File: src/logic/ex_consts.svh
`ifndef EX_CONSTS_SVH
`define EX_CONSTS_SVH

////////////////////
// Datapath
////////////////////

// Integer register width
`define EX_XLEN 32

////////////////////
// Opcode widths
////////////////////

// ALU operation code
`define EX_ALU_OP_W 5
// Multiply operation code
`define EX_MD_OP_W 2

// Shift-add steps per multiply, one per multiplier bit
`define EX_MUL_ITER 32

`endif

File: src/logic/ex_pkg.sv
`default_nettype none

`include "ex_consts.svh"

package ex_pkg;

  ////////////////////
  // ALU operations
  ////////////////////

  typedef enum logic [`EX_ALU_OP_W-1:0] {
    // Arithmetic
    ALU_ADD,
    ALU_SUB,
    // Bitwise logic
    ALU_XOR,
    ALU_OR,
    ALU_AND,
    // Shifts, all through the right shifter
    ALU_SRA,
    ALU_SRL,
    ALU_SLL,
    // Compares, flag only
    ALU_LT,
    ALU_LTU,
    ALU_LE,
    ALU_LEU,
    ALU_GT,
    ALU_GTU,
    ALU_GE,
    ALU_GEU,
    ALU_EQ,
    ALU_NE,
    // Set-less-than style, 0/1 in the result
    ALU_SLT,
    ALU_SLTU,
    ALU_SLET,
    ALU_SLETU
  } alu_op_e;

  ////////////////////
  // Multiply operations
  ////////////////////

  typedef enum logic [`EX_MD_OP_W-1:0] {
    // Plain ALU op, multiplier stays idle
    MD_NONE,
    // Low word of product
    MD_MUL,
    // High word, unsigned x unsigned
    MD_MULHU
  } md_op_e;

endpackage

`default_nettype wire

File: src/logic/ex_alu.sv
`timescale 1ns/10ps
`default_nettype none

`include "ex_consts.svh"

module ex_alu (
  input  ex_pkg::alu_op_e       operator_i,
  input  logic [`EX_XLEN-1:0]   operand_a_i,
  input  logic [`EX_XLEN-1:0]   operand_b_i,

  // Adder borrowed by the multiplier
  input  logic [`EX_XLEN:0]     multdiv_operand_a_i,
  input  logic [`EX_XLEN:0]     multdiv_operand_b_i,
  input  logic                  multdiv_en_i,

  output logic [`EX_XLEN-1:0]   adder_result_o,
  output logic [`EX_XLEN+1:0]   adder_result_ext_o,

  output logic [`EX_XLEN-1:0]   result_o,
  output logic                  comparison_result_o,
  output logic                  is_equal_result_o
);

  localparam int shamt_w = $clog2(`EX_XLEN);

  logic [`EX_XLEN-1:0] operand_a_rev;

  // Adder signals
  logic                negate_b;
  logic [`EX_XLEN:0]   adder_a;
  logic [`EX_XLEN:0]   adder_b;
  logic [`EX_XLEN:0]   operand_b_inv;
  logic [`EX_XLEN-1:0] adder_sum;

  // Shifter signals
  logic                shift_left;
  logic                shift_arith;
  logic [shamt_w-1:0]  shift_amt;
  logic [`EX_XLEN-1:0] shift_in;
  logic [`EX_XLEN:0]   shift_in_ext;
  logic [`EX_XLEN-1:0] shift_right_res;
  logic [`EX_XLEN-1:0] shift_left_res;
  logic [`EX_XLEN-1:0] shift_res;

  // Compare signals
  logic                cmp_signed;
  logic                is_equal;
  logic                is_ge;
  logic                cmp_res;

  // Operand a, bit reversed
  for (genvar i = 0; i < `EX_XLEN; i++) begin : gen_rev_a
    assign operand_a_rev[i] = operand_a_i[`EX_XLEN-1-i];
  end

  ////////////////////
  // Adder
  ////////////////////

  // Subtract and every compare run a - b
  always_comb begin
    negate_b = 1'b0;
    unique case (operator_i)
      ex_pkg::ALU_SUB,
      ex_pkg::ALU_EQ,   ex_pkg::ALU_NE,
      ex_pkg::ALU_LT,   ex_pkg::ALU_LTU,
      ex_pkg::ALU_LE,   ex_pkg::ALU_LEU,
      ex_pkg::ALU_GT,   ex_pkg::ALU_GTU,
      ex_pkg::ALU_GE,   ex_pkg::ALU_GEU,
      ex_pkg::ALU_SLT,  ex_pkg::ALU_SLTU,
      ex_pkg::ALU_SLET, ex_pkg::ALU_SLETU: negate_b = 1'b1;
      default: ;
    endcase
  end

  // Bit 0 is the carry-in slot
  // a side always carries 1, so ~b + 1 when negating
  assign operand_b_inv = {operand_b_i, 1'b0} ^ {(`EX_XLEN+1){negate_b}};

  // Multiplier takes over both adder inputs
  assign adder_a = multdiv_en_i ? multdiv_operand_a_i : {operand_a_i, 1'b1};
  assign adder_b = multdiv_en_i ? multdiv_operand_b_i : operand_b_inv;

  assign adder_result_ext_o = {1'b0, adder_a} + {1'b0, adder_b};

  // Drop the carry-in slot
  assign adder_sum      = adder_result_ext_o[`EX_XLEN:1];
  assign adder_result_o = adder_sum;

  ////////////////////
  // Shifter
  ////////////////////

  assign shift_amt   = operand_b_i[shamt_w-1:0];
  assign shift_left  = (operator_i == ex_pkg::ALU_SLL);
  assign shift_arith = (operator_i == ex_pkg::ALU_SRA);

  // Left shift = reverse, shift right, reverse back
  assign shift_in = shift_left ? operand_a_rev : operand_a_i;

  // Extra top bit carries the sign fill for SRA only
  assign shift_in_ext    = {shift_arith & shift_in[`EX_XLEN-1], shift_in};
  assign shift_right_res = `EX_XLEN'($signed(shift_in_ext) >>> shift_amt);

  for (genvar j = 0; j < `EX_XLEN; j++) begin : gen_rev_res
    assign shift_left_res[j] = shift_right_res[`EX_XLEN-1-j];
  end

  assign shift_res = shift_left ? shift_left_res : shift_right_res;

  ////////////////////
  // Comparator
  ////////////////////

  always_comb begin
    cmp_signed = 1'b0;
    unique case (operator_i)
      ex_pkg::ALU_LT,  ex_pkg::ALU_LE,
      ex_pkg::ALU_GT,  ex_pkg::ALU_GE,
      ex_pkg::ALU_SLT, ex_pkg::ALU_SLET: cmp_signed = 1'b1;
      default: ;
    endcase
  end

  // Zero difference means equal
  assign is_equal          = (adder_sum == '0);
  assign is_equal_result_o = is_equal;

  // Same sign bits: difference sign decides
  // Different signs: a's sign bit decides, inverted for signed
  always_comb begin
    if (operand_a_i[`EX_XLEN-1] == operand_b_i[`EX_XLEN-1]) begin
      is_ge = ~adder_sum[`EX_XLEN-1];
    end else begin
      is_ge = operand_a_i[`EX_XLEN-1] ^ cmp_signed;
    end
  end

  always_comb begin
    cmp_res = is_equal;
    unique case (operator_i)
      ex_pkg::ALU_EQ:   cmp_res = is_equal;
      ex_pkg::ALU_NE:   cmp_res = ~is_equal;
      ex_pkg::ALU_GT,
      ex_pkg::ALU_GTU:  cmp_res = is_ge & ~is_equal;
      ex_pkg::ALU_GE,
      ex_pkg::ALU_GEU:  cmp_res = is_ge;
      ex_pkg::ALU_LT,   ex_pkg::ALU_LTU,
      ex_pkg::ALU_SLT,  ex_pkg::ALU_SLTU: cmp_res = ~is_ge;
      ex_pkg::ALU_LE,   ex_pkg::ALU_LEU,
      ex_pkg::ALU_SLET, ex_pkg::ALU_SLETU: cmp_res = ~is_ge | is_equal;
      default: ;
    endcase
  end

  assign comparison_result_o = cmp_res;

  ////////////////////
  // Result mux
  ////////////////////

  always_comb begin
    result_o = '0;
    unique case (operator_i)
      ex_pkg::ALU_AND: result_o = operand_a_i & operand_b_i;
      ex_pkg::ALU_OR:  result_o = operand_a_i | operand_b_i;
      ex_pkg::ALU_XOR: result_o = operand_a_i ^ operand_b_i;

      ex_pkg::ALU_ADD,
      ex_pkg::ALU_SUB: result_o = adder_sum;

      ex_pkg::ALU_SLL,
      ex_pkg::ALU_SRL,
      ex_pkg::ALU_SRA: result_o = shift_res;

      // Flag zero-extended
      ex_pkg::ALU_EQ,   ex_pkg::ALU_NE,
      ex_pkg::ALU_LT,   ex_pkg::ALU_LTU,
      ex_pkg::ALU_LE,   ex_pkg::ALU_LEU,
      ex_pkg::ALU_GT,   ex_pkg::ALU_GTU,
      ex_pkg::ALU_GE,   ex_pkg::ALU_GEU,
      ex_pkg::ALU_SLT,  ex_pkg::ALU_SLTU,
      ex_pkg::ALU_SLET, ex_pkg::ALU_SLETU: result_o = {{(`EX_XLEN-1){1'b0}}, cmp_res};

      default: ;
    endcase
  end

endmodule

`default_nettype wire

File: src/logic/ex_multdiv_seq.sv
`timescale 1ns/10ps
`default_nettype none

`include "ex_consts.svh"

module ex_multdiv_seq (
  input  logic                 clk_i,
  input  logic                 rst_i,

  // One-cycle launch with operation and operands
  input  logic                 start_i,
  input  ex_pkg::md_op_e       md_op_i,
  input  logic [`EX_XLEN-1:0]  op_a_i,
  input  logic [`EX_XLEN-1:0]  op_b_i,

  // Shared ALU adder
  input  logic [`EX_XLEN+1:0]  adder_result_ext_i,
  output logic                 en_o,
  output logic [`EX_XLEN:0]    alu_operand_a_o,
  output logic [`EX_XLEN:0]    alu_operand_b_o,

  output logic                 done_o,
  output logic [`EX_XLEN-1:0]  result_o
);

  localparam int cnt_w = $clog2(`EX_MUL_ITER);

  typedef enum logic [1:0] {
    MS_IDLE,
    MS_ITER,
    MS_FINISH
  } md_state_e;

  md_state_e           state_q;
  logic [cnt_w-1:0]    cnt_q;

  // Datapath registers
  logic [`EX_XLEN:0]   acc_q;
  logic [`EX_XLEN-1:0] prod_q;
  logic [`EX_XLEN-1:0] mcand_q;
  ex_pkg::md_op_e      op_q;

  logic [`EX_XLEN:0]   sum;
  logic                last_iter;

  ////////////////////
  // Adder hookup
  ////////////////////

  // acc_q holds the unshifted partial sum, so the high half is acc_q >> 1
  // Carry-in slots at bit 0 stay clear
  assign alu_operand_a_o = {acc_q[`EX_XLEN:1], 1'b0};
  assign alu_operand_b_o = prod_q[0] ? {mcand_q, 1'b0} : '0;

  // 33-bit sum with carry out
  assign sum = adder_result_ext_i[`EX_XLEN+1:1];

  assign last_iter = (cnt_q == cnt_w'(`EX_MUL_ITER - 1));

  ////////////////////
  // Control
  ////////////////////

  always_ff @(posedge clk_i) begin
    if (rst_i) begin
      state_q <= MS_IDLE;
      cnt_q   <= '0;
    end else begin
      unique case (state_q)
        MS_IDLE: begin
          if (start_i) begin
            state_q <= MS_ITER;
            cnt_q   <= '0;
          end
        end
        MS_ITER: begin
          if (last_iter) begin
            state_q <= MS_FINISH;
          end
          cnt_q <= cnt_q + 1'b1;
        end
        // Result visible this cycle only
        MS_FINISH: state_q <= MS_IDLE;
        default:   state_q <= MS_IDLE;
      endcase
    end
  end

  ////////////////////
  // Datapath
  ////////////////////

  always_ff @(posedge clk_i) begin
    if (state_q == MS_IDLE && start_i) begin
      acc_q   <= '0;
      prod_q  <= op_b_i;
      mcand_q <= op_a_i;
      op_q    <= md_op_i;
    end else if (state_q == MS_ITER) begin
      // Keep sum whole, its low bit drops into the product
      acc_q  <= sum;
      prod_q <= {sum[0], prod_q[`EX_XLEN-1:1]};
    end
  end

  assign en_o   = (state_q == MS_ITER);
  assign done_o = (state_q == MS_FINISH);

  // Low word has shifted fully into prod_q
  assign result_o = (op_q == ex_pkg::MD_MULHU) ? acc_q[`EX_XLEN:1] : prod_q;

endmodule

`default_nettype wire

File: src/logic/ex_block.sv
`timescale 1ns/10ps
`default_nettype none

`include "ex_consts.svh"

module ex_block (
  input  logic                 clk_i,
  input  logic                 rst_i,

  // Four-phase request side
  input  logic                 req_i,
  input  ex_pkg::alu_op_e      alu_op_i,
  input  ex_pkg::md_op_e       md_op_i,
  input  logic [`EX_XLEN-1:0]  operand_a_i,
  input  logic [`EX_XLEN-1:0]  operand_b_i,

  output logic                 ack_o,
  output logic [`EX_XLEN-1:0]  result_o,
  output logic                 cmp_o
);

  typedef enum logic [1:0] {
    ST_IDLE,
    ST_ALU,
    ST_MUL,
    ST_ACK
  } ex_state_e;

  ex_state_e           state_q;
  logic                req_q;
  logic                ack_q;
  logic                start_q;
  logic                capture;

  // Captured request
  ex_pkg::alu_op_e     alu_op_q;
  ex_pkg::md_op_e      md_op_q;
  logic [`EX_XLEN-1:0] a_q;
  logic [`EX_XLEN-1:0] b_q;

  // Held response
  logic [`EX_XLEN-1:0] result_q;
  logic                cmp_q;

  // ALU side
  logic [`EX_XLEN-1:0] alu_result;
  logic                alu_cmp;
  logic [`EX_XLEN+1:0] adder_ext;

  // Multiplier side
  logic                md_en;
  logic                md_done;
  logic [`EX_XLEN:0]   md_opa;
  logic [`EX_XLEN:0]   md_opb;
  logic [`EX_XLEN-1:0] md_result;

  ////////////////////
  // Handshake FSM
  ////////////////////

  // Operands are stable while req is up and ack low
  assign capture = (state_q == ST_IDLE) && req_q;

  always_ff @(posedge clk_i) begin
    if (rst_i) begin
      state_q <= ST_IDLE;
      req_q   <= 1'b0;
      ack_q   <= 1'b0;
      start_q <= 1'b0;
    end else begin
      // Sampled request level
      req_q   <= req_i;
      start_q <= 1'b0;
      unique case (state_q)
        ST_IDLE: begin
          if (req_q) begin
            if (md_op_i != ex_pkg::MD_NONE) begin
              state_q <= ST_MUL;
              start_q <= 1'b1;
            end else begin
              state_q <= ST_ALU;
            end
          end
        end
        ST_ALU: begin
          state_q <= ST_ACK;
          ack_q   <= 1'b1;
        end
        ST_MUL: begin
          if (md_done) begin
            state_q <= ST_ACK;
            ack_q   <= 1'b1;
          end
        end
        // Hold while requester keeps req up
        ST_ACK: begin
          if (!req_q) begin
            state_q <= ST_IDLE;
            ack_q   <= 1'b0;
          end
        end
        default: state_q <= ST_IDLE;
      endcase
    end
  end

  ////////////////////
  // Payload
  ////////////////////

  always_ff @(posedge clk_i) begin
    if (capture) begin
      alu_op_q <= alu_op_i;
      md_op_q  <= md_op_i;
      a_q      <= operand_a_i;
      b_q      <= operand_b_i;
    end
    if (state_q == ST_ALU) begin
      result_q <= alu_result;
      cmp_q    <= alu_cmp;
    end else if (state_q == ST_MUL && md_done) begin
      // No compare flag for multiplies
      result_q <= md_result;
      cmp_q    <= 1'b0;
    end
  end

  assign ack_o    = ack_q;
  assign result_o = result_q;
  assign cmp_o    = cmp_q;

  ////////////////////
  // Execution units
  ////////////////////

  // Adder is steered to the multiplier while md_en is high
  ex_alu u_alu (
    .operator_i          (alu_op_q),
    .operand_a_i         (a_q),
    .operand_b_i         (b_q),
    .multdiv_operand_a_i (md_opa),
    .multdiv_operand_b_i (md_opb),
    .multdiv_en_i        (md_en),
    .adder_result_o      (),
    .adder_result_ext_o  (adder_ext),
    .result_o            (alu_result),
    .comparison_result_o (alu_cmp),
    .is_equal_result_o   ()
  );

  ex_multdiv_seq u_multdiv (
    .clk_i              (clk_i),
    .rst_i              (rst_i),
    .start_i            (start_q),
    .md_op_i            (md_op_q),
    .op_a_i             (a_q),
    .op_b_i             (b_q),
    .adder_result_ext_i (adder_ext),
    .en_o               (md_en),
    .alu_operand_a_o    (md_opa),
    .alu_operand_b_o    (md_opb),
    .done_o             (md_done),
    .result_o           (md_result)
  );

endmodule

`default_nettype wire

File: config.mk
export PLATFORM = sky130hd
export DESIGN_NAME = ex_block
export DESIGN_NICKNAME = d
export VERILOG_FILES = /design/src/logic/ex_pkg.sv /design/src/logic/ex_alu.sv /design/src/logic/ex_multdiv_seq.sv /design/src/logic/ex_block.sv
export VERILOG_INCLUDE_DIRS = /design/src /design/src/logic
export SDC_FILE = /design/constraint.sdc
export NUM_CORES = 1
export LEC_CHECK = 0
export BUFFER_PORTS_ARGS = -buffer_cell sky130_fd_sc_hd__buf_2
export CORE_MARGIN = 4
export CORE_UTILIZATION = 40
export DETAILED_ROUTE_END_ITERATION = 7
export PLACE_DENSITY = 0.56
export SLEW_MARGIN = 40
export SYNTH_ARGS = -nofsm -noshare
export SYNTH_HDL_FRONTEND = slang
export SYNTH_SLANG_ARGS = --single-unit
File: constraint.sdc
create_clock -name clk_i -period 4.9 [get_ports clk_i]
set_input_delay 0.49 -clock clk_i [delete_from_list [all_inputs] [get_ports clk_i]]
set_output_delay 0.49 -clock clk_i [all_outputs]
set_load 0.05 [all_outputs]
==> impl_metrics.yaml, run 1 <==
run_status:
  status: "completed"
hold_path:
  hold_path_depth: 1
  min_path_type: "input port to flop"
finish:
  fillers: 3625
  multi_input_area_mm2: 0.00911
  area_growth_pct: 18.4
  num-nets-final: 1912
  final-seq-area_mm2: 0.00599
  fin_cells: 2265
  drive_gt1_share_pct: 23.9
  n_antenna_cell: 0
global_route:
  antenna_found_initial: 4
  grt_usage_pct: 26.5
  grt_pass1_vias: 13100
  grt_first_pass_wirelength_mm: 84.3
  grt-ovfl-total: 0
  grt_start_max_net_pins: 75
floorplanning:
  start_util_pct: 40.9
  die_area_mm2: 0.0421
  fp.dieH_um: 205
  rows: 71
  die_w_um: 205
  coreArea_mm2: 0.0380
  ios: 108
timing:
  layout_setup_ws_ns: 0.153
  final-setup-viol-count: 0
  post-route-period-util_pct: 96.9
  worst_slew_pin_slew_ns: 0.856
  hold_violations: 0
  period_minus_slack_ns: 4.75
  slew_violations: 0
  max_freq_mhz: 211
  slew_headroom_pct: 42.3
  skew_ns: 0.0154
  rsz0062_at_grt: "true"
  tns_ns: 0
clock_tree:
  clockBufferDepth: 3
  cts_tree: "built"
  root_buffer: "clkbuf_16"
  htree_levels: 1
  cts_sinks: 214
  cts_buffers: 27
  path_clk_slew_ns: 0.06
  clk_latency_ns: 0.56
placed_design:
  place_ws_ns: -0.163
  hpwl_mm: 43.0
  dp.cells: 2206
  gp_congestion: 0.942
  portBuffers: 107
logic_synthesis:
  async_flop_share_pct: 0
  netlist.area_leader.share_pct: 32.8
  syn_avg_cell_area_um2: 9.78
  ys_seq_elements: 214
  synth_fp_nets: 1768
  yosys_warnings: 0
  seq_area_frac_synth_pct: 38.5
  synth_flop_cell: "edfxtp_1"
  netlist_top_cells_area: "edfxtp_1 (33%), ha_1 (8.3%), mux4_2 (7.1%)"
  synth_cells: 1590
  synth_edf_count: 170
  yosysTopAreaCell: "edfxtp_1"
  syn_area_mm2: 0.0156
  synthDistinctLibCells: 80
critical_path:
  startpoint_type: "flop"
  arrival_ns: 5.04
  crit_path_max_fanout: 12
  max_stage_delay_ns: 0.43
  crit_type: "flop to flop"
  cp.required_ns: 5.20
  path_cells: "buf_4 -> a21bo_2 -> and3_1 -> a21oi_4 -> buf_6 -> buf_12 -> xnor2_1 -> o21ai_0 -> ha_1 -> buf_4 -> a21oi_2 -> o21a_1 -> a2bb2oi_1 -> a21bo_4 -> or2_4 -> a21oi_2 -> xor2_2 -> or3b_1 -> o31ai_2 -> nand3_1"
  critPathSlowestCell: "or3b_1"
  cp-end-kind: "flop"
  reg2regPathDepth: 20
pwr:
  cellPowerDensity_mw_per_mm2: 537
  clkPwrFrac_pct: 20.0
  swShare_pct: 43.7
  seqPwrFrac_pct: 27.5
  power_switching_uw: 4330
  internal_power_uw: 5570
  vdd_drop_max_uv: 319
  p_comb_share_pct: 52.5
  p_leak_uw: 0.00714
routing:
  wl_met2_mm: 27.2
  ant_nets: 0
  wl_per_cell_um: 25.3
  route.final.wire_length_mm: 57.3
  route.top_layer_used: "met5"
  firstDrtPassIters: 5
  drtIter0Drc: 1284
  drc: 0
  wl_met3_mm: 4.19
  wl_met1_mm: 24.3
  vias: 13700
  routed_via_density: 6.06
flow_run:
  max_cap_violations: 0
-- Yosys cell counts, drive strengths merged (8+ instances only) --
cell / n
nand2: 171
edfxtp: 170
o21ai: 158
a21oi: 123
ha: 103
clkbuf: 82
inv: 81
nor2: 78
mux2i: 54
mux4: 49
xnor2: 45
dfxtp: 44
nand3: 42
mux2: 34
buf: 30
a22o: 25
a22oi: 23
o221ai: 23
nor3: 20
a211oi: 18
a21o: 18
nand4: 18
and2: 13
xor2: 12
a31oi: 11
o21a: 11
o211ai: 10
or3: 10
a221o: 9
nor2b: 8
-- power groups by stage --
stage	clock network [uW]	registers (uW)	logic [uW]
2_1_floorplan	0	2950	2810
3_3_place_gp	0	2750	4860
3_5_place_dp	0	2750	4870
4_1_cts	2030	2720	4910
5_1_grt	2100	2750	5560
6_report	1980	2720	5190
-- registers in the layout, summed over array words and instances, names as in the netlist --
signal,flops
a_q,32
ack_o,1
alu_op_q,5
b_q,32
cmp_o,1
md_op_q,2
req_q,1
result_o,32
start_q,1
state_q,2
u_multdiv.acc_q,32
u_multdiv.cnt_q,5
u_multdiv.mcand_q,32
u_multdiv.op_q,2
u_multdiv.prod_q,32
u_multdiv.state_q,2
-- logic make-up (layout without fill, tap and decap cells) --
kind of cell               Yosys count  after routing  synth area share (%)
muxes                              137            137                  13.0
buffers and inverters              193            357                  4.83
xor gates and xnor gates            57             57                  3.21
DFF                                214            214                  38.5
adders and majority gates          104            104                  8.41
AOI/OAI and AO/OA                  479            479                  19.7
and+or+nand+nor                    406            406                  12.4
-- worst paths after layout --
check                        startpoint                     endpoint  slack, ns
setup / recovery  alu_op_q[1]$_DFFE_PP_        result_o[0]$_DFFE_PP_       0.15
hold / removal          operand_a_i[20]            a_q[20]$_DFFE_PP_       0.10
setup reg to reg  alu_op_q[1]$_DFFE_PP_        result_o[0]$_DFFE_PP_       0.15
hold reg to reg    md_op_q[1]$_DFFE_PP_  u_multdiv.op_q[1]$_DFFE_PP_       0.42
-- critical path, delay by kind of cell, from the launching register on --
family / cells / cell delay, ns
AOI/OAI and AO/OA: 9 / 1.68
xor gates and xnor gates: 2 / 0.40
and+or+nand+nor: 4 / 1.02
DFF: 1 / 0.40
adders and majority gates: 1 / 0.34
buffers and inverters: 4 / 0.66
-- cell usage in the layout, fill, tap and decap left out, types with 8 or more instances in the layout --
master and instances:
a211oi_1 17, a21o_1 18, a21oi_1 116, a221o_1 9, a22o_1 25, a22oi_1 23, a31oi_1 9, and2_1 11
buf_2 107, buf_4 113, clkbuf_16 27, dfxtp_1 44, edfxtp_1 170, ha_1 96, inv_1 77, mux2_2 34
mux2i_1 53, mux4_2 49, nand2_1 171, nand3_1 40, nand4_1 18, nor2_1 77, nor3_1 18, o211ai_1 10
o21a_1 11, o21ai_0 145, o21ai_1 12, o221ai_1 23, or3_1 8, xnor2_1 43, xor2_1 11
-- layer usage --
layer  vias up  track usage, %
met5         -               0
met2       570            43.6
met4         2            6.99
li1       6262               -
met1      6785            36.4
met3        97            4.63
-- repair_timing --
| item | in CTS | in global routing |
|---|---|---|
| hold buffers | 0 | 0 |
| endpoints found under the setup margin | 3 | 7 |
| setup buffers | 2 | 7 |
| pin swaps | 0 | 22 |
| gates resized for setup | 1 | 52 |
-- through the flow --
stage / cell area, um2 / hold slack [ns] / total power [uW] / util [%]
after floorplan: 15600 / 0.400 / 5760 / -
after global placement: 17200 / 0.407 / 7610 / 45.2
after detailed placement: 17200 / 0.411 / 7620 / 45.3
after CTS: 18100 / 0.0753 / 9650 / 47.6
after global routing: 18400 / 0.0804 / 10400 / 48.4
final: 18400 / 0.101 / 9900 / 48.4
-- area by class of cell --
| cell class | count | share of cell area, % |
|---|---|---|
| clock buffers | 31 | 3.75 |
| inverters | 81 | 1.65 |
| flip-flops and latches | 214 | 32.5 |
| clock inverters | 18 | 1.02 |
| repair buffers | 227 | 8.17 |
| well taps | 511 | 3.47 |
| multi-input cells | 1183 | 49.4 |
Note: power is estimated with default switching activity, not from simulation.
==> run 2: changes to the inputs <==
--- a/config.mk
+++ b/config.mk
@@ -10,7 +10,7 @@
 export CORE_MARGIN = 4
 export CORE_UTILIZATION = 40
 export DETAILED_ROUTE_END_ITERATION = 7
-export PLACE_DENSITY = 0.56
+export PLACE_DENSITY = 0.54
 export SLEW_MARGIN = 40
 export SYNTH_ARGS = -nofsm -noshare
 export SYNTH_HDL_FRONTEND = slang
==> constraint.sdc (replaced) <==
create_clock -name clk_i -period 4.44 [get_ports clk_i]
set_input_delay 0.444 -clock clk_i [delete_from_list [all_inputs] [get_ports clk_i]]
set_output_delay 0.444 -clock clk_i [all_outputs]
set_load 0.05 [all_outputs]
==> impl_metrics.yaml, run 2 (synthesis results as in run 1) <==
floorplanning:
  fp.dieH_um: 205
  start_util_pct: 40.9
  ios: 108
  coreArea_mm2: 0.0380
  die_area_mm2: 0.0421
  die_w_um: 205
  rows: 71
routing:
  drtIter0Drc: 1371
  route.final.wire_length_mm: 58.9
  wl_per_cell_um: 24.8
  drc: 0
  ant_nets: 0
  routed_via_density: 5.92
  firstDrtPassIters: 6
  vias: 14100
critical_path:
  crit_type: "flop to flop"
  crit_path_max_fanout: 9
  arrival_ns: 4.97
  crit_end: "result_o[0]$_DFFE_PP_"
  regToRegSetupSlack_ns: -0.24
  reg2regPathDepth: 18
  startpoint_type: "flop"
  timing.rr.start: "alu_op_q[2]$_DFFE_PP_"
  worstReg2RegEnd: "result_o[0]$_DFFE_PP_"
  cp-end-kind: "flop"
  crit_start: "alu_op_q[2]$_DFFE_PP_"
  cp.required_ns: 4.73
clock_tree:
  cts_sinks: 214
  cts_tree: "built"
  root_buffer: "clkbuf_16"
  clk_latency_ns: 0.56
  clockBufferDepth: 3
  htree_levels: 1
  path_clk_slew_ns: 0.07
  cts.hold.buffers_added: 0
  cts_buffers: 26
global_route:
  grt_usage_pct: 27.6
  grt_first_pass_wirelength_mm: 87.7
  grt-ovfl-total: 0
  antenna_found_initial: 4
  grt_pass1_vias: 13800
  grt_start_max_net_pins: 78
run_status:
  violations: "negative setup slack"
  status: "complete, but fails checks"
finish:
  drive_gt1_share_pct: 29.1
  final_util_pct: 50.9
  multi_input_area_mm2: 0.00920
  fillers: 3645
  final_common_cell: "buf_4"
  final-seq-area_mm2: 0.00599
  num-nets-final: 2027
  area_growth_pct: 24.5
  layout_common_cells: "buf_4 (225), nand2_1 (171), edfxtp_1 (170)"
pwr:
  clkPwrFrac_pct: 18.1
  seqPwrFrac_pct: 25.4
  p_total_uw: 11700
  vdd_drop_max_uv: 349
  power_switching_uw: 4960
  p_leak_uw: 0.00772
  internal_power_uw: 6700
  cellPowerDensity_mw_per_mm2: 602
  p_comb_share_pct: 56.6
  swShare_pct: 42.6
placed_design:
  portBuffers: 107
  hpwl_mm: 45.9
  gp_congestion: 0.992
timing:
  layout_setup_ws_ns: -0.242
  rsz0062_at_grt: "true"
  skew_ns: 0.0125
  whs_ns: 0.0546
  slew_headroom_pct: 43.7
  period_minus_slack_ns: 4.68
  final-setup-viol-count: 6
  hold_violations: 0
  slew_violations: 0
  worst_slew_pin_slew_ns: 0.845
  max_freq_mhz: 214
  post-route-period-util_pct: 105
flow_run:
  max_cap_violations: 0
hold_path:
  min_path_type: "input port to flop"
run 2: cell count changes in the layout (fill, tap and decap cells not counted), moves of 3 or more:
| cell | change |
|---|---|
| buf_4 | +112 |
| o21ai_0 | -15 |
| o21ai_1 | +9 |
| o21ai_2 | +6 |
| a21oi_1 | -4 |
| buf_12 | +4 |
| a21oi_2 | +3 |
| clkbuf_1 | +3 |
| ha_1 | +3 |
run 2: worst min-delay path by stage:
stage | slack, ns | startpoint | depth (start not counted) | end
6_report | 0.05 | operand_a_i[26] | 1 | a_q[26]$_DFFE_PP_
5_1_grt | 0.04 | operand_b_i[27] | 1 | b_q[27]$_DFFE_PP_
4_1_cts | 0.03 | operand_a_i[26] | 1 | a_q[26]$_DFFE_PP_
3_5_place_dp | 0.41 | md_op_q[0]$_DFFE_PP_ | 0 | u_multdiv.op_q[0]$_DFFE_PP_
3_3_place_gp | 0.40 | md_op_q[0]$_DFFE_PP_ | 0 | u_multdiv.op_q[0]$_DFFE_PP_
2_1_floorplan | 0.40 | md_op_q[0]$_DFFE_PP_ | 0 | u_multdiv.op_q[0]$_DFFE_PP_
run 2: what timing repair did:
action                     4_1_cts  5_1_grt
gates resized for setup         23       60
setup endpoints to repair       11       16
buffers inserted                 4        7
pin swaps                       12       19
run 2: per-layer routing:
metal	vias to the layer above	track usage (%)	wire (um)
met5	-	0	34
met4	4	9.07	2110
met3	104	6.08	4860
met2	582	43.9	26800
met1	6915	37.6	25200
li1	6484	-	-
run 2: area by class of cell:
cell class / count / area share [%]
inverters: 81 / 1.57
repair buffers: 343 / 12.4
well taps: 511 / 3.30
flip-flops and latches: 214 / 30.9
clock buffers: 34 / 3.62
clock inverters: 13 / 0.614
diodes: 2 / 0.0258
multi-input cells: 1183 / 47.5
run 2: stage by stage:
step | setup WS, ns | setup TNS [ns] | cell area, um2 | instances
after floorplan | 0.00614 | 0 | 15600 | 1590
after global placement | -0.450 | -1.82 | 18100 | 2320
after detailed placement | -0.406 | -2.02 | 18100 | 2321
after CTS | -0.179 | -0.702 | 19100 | 2372
after global routing | -0.418 | -1.99 | 19400 | 2379
final | -0.242 | -0.619 | 19400 | 2381
run 2: power groups by stage:
stage	sequential [uW]	clock, uW	combinational (uW)
2_1_floorplan	3260	0	3130
3_3_place_gp	2990	0	6110
3_5_place_dp	2990	0	6140
4_1_cts	2950	2150	6290
5_1_grt	2990	2230	7070
6_report	2960	2110	6600
run 2: worst max-delay path: stages, from the launching register on:
cell and delay, ns:
edfxtp_1 0.39, or3b_4 0.41, and3_4 0.19, a21oi_4 0.13
buf_12 0.16, xnor2_1 0.12, o21ai_1 0.08, ha_1 0.33
buf_6 0.15, a21o_1 0.18, a221oi_4 0.45, or4_4 0.24
nand3_4 0.11, a2111oi_4 0.35, and4b_4 0.28, nor4_4 0.29
nand4_1 0.18, o31ai_1 0.27, nand3_1 0.10
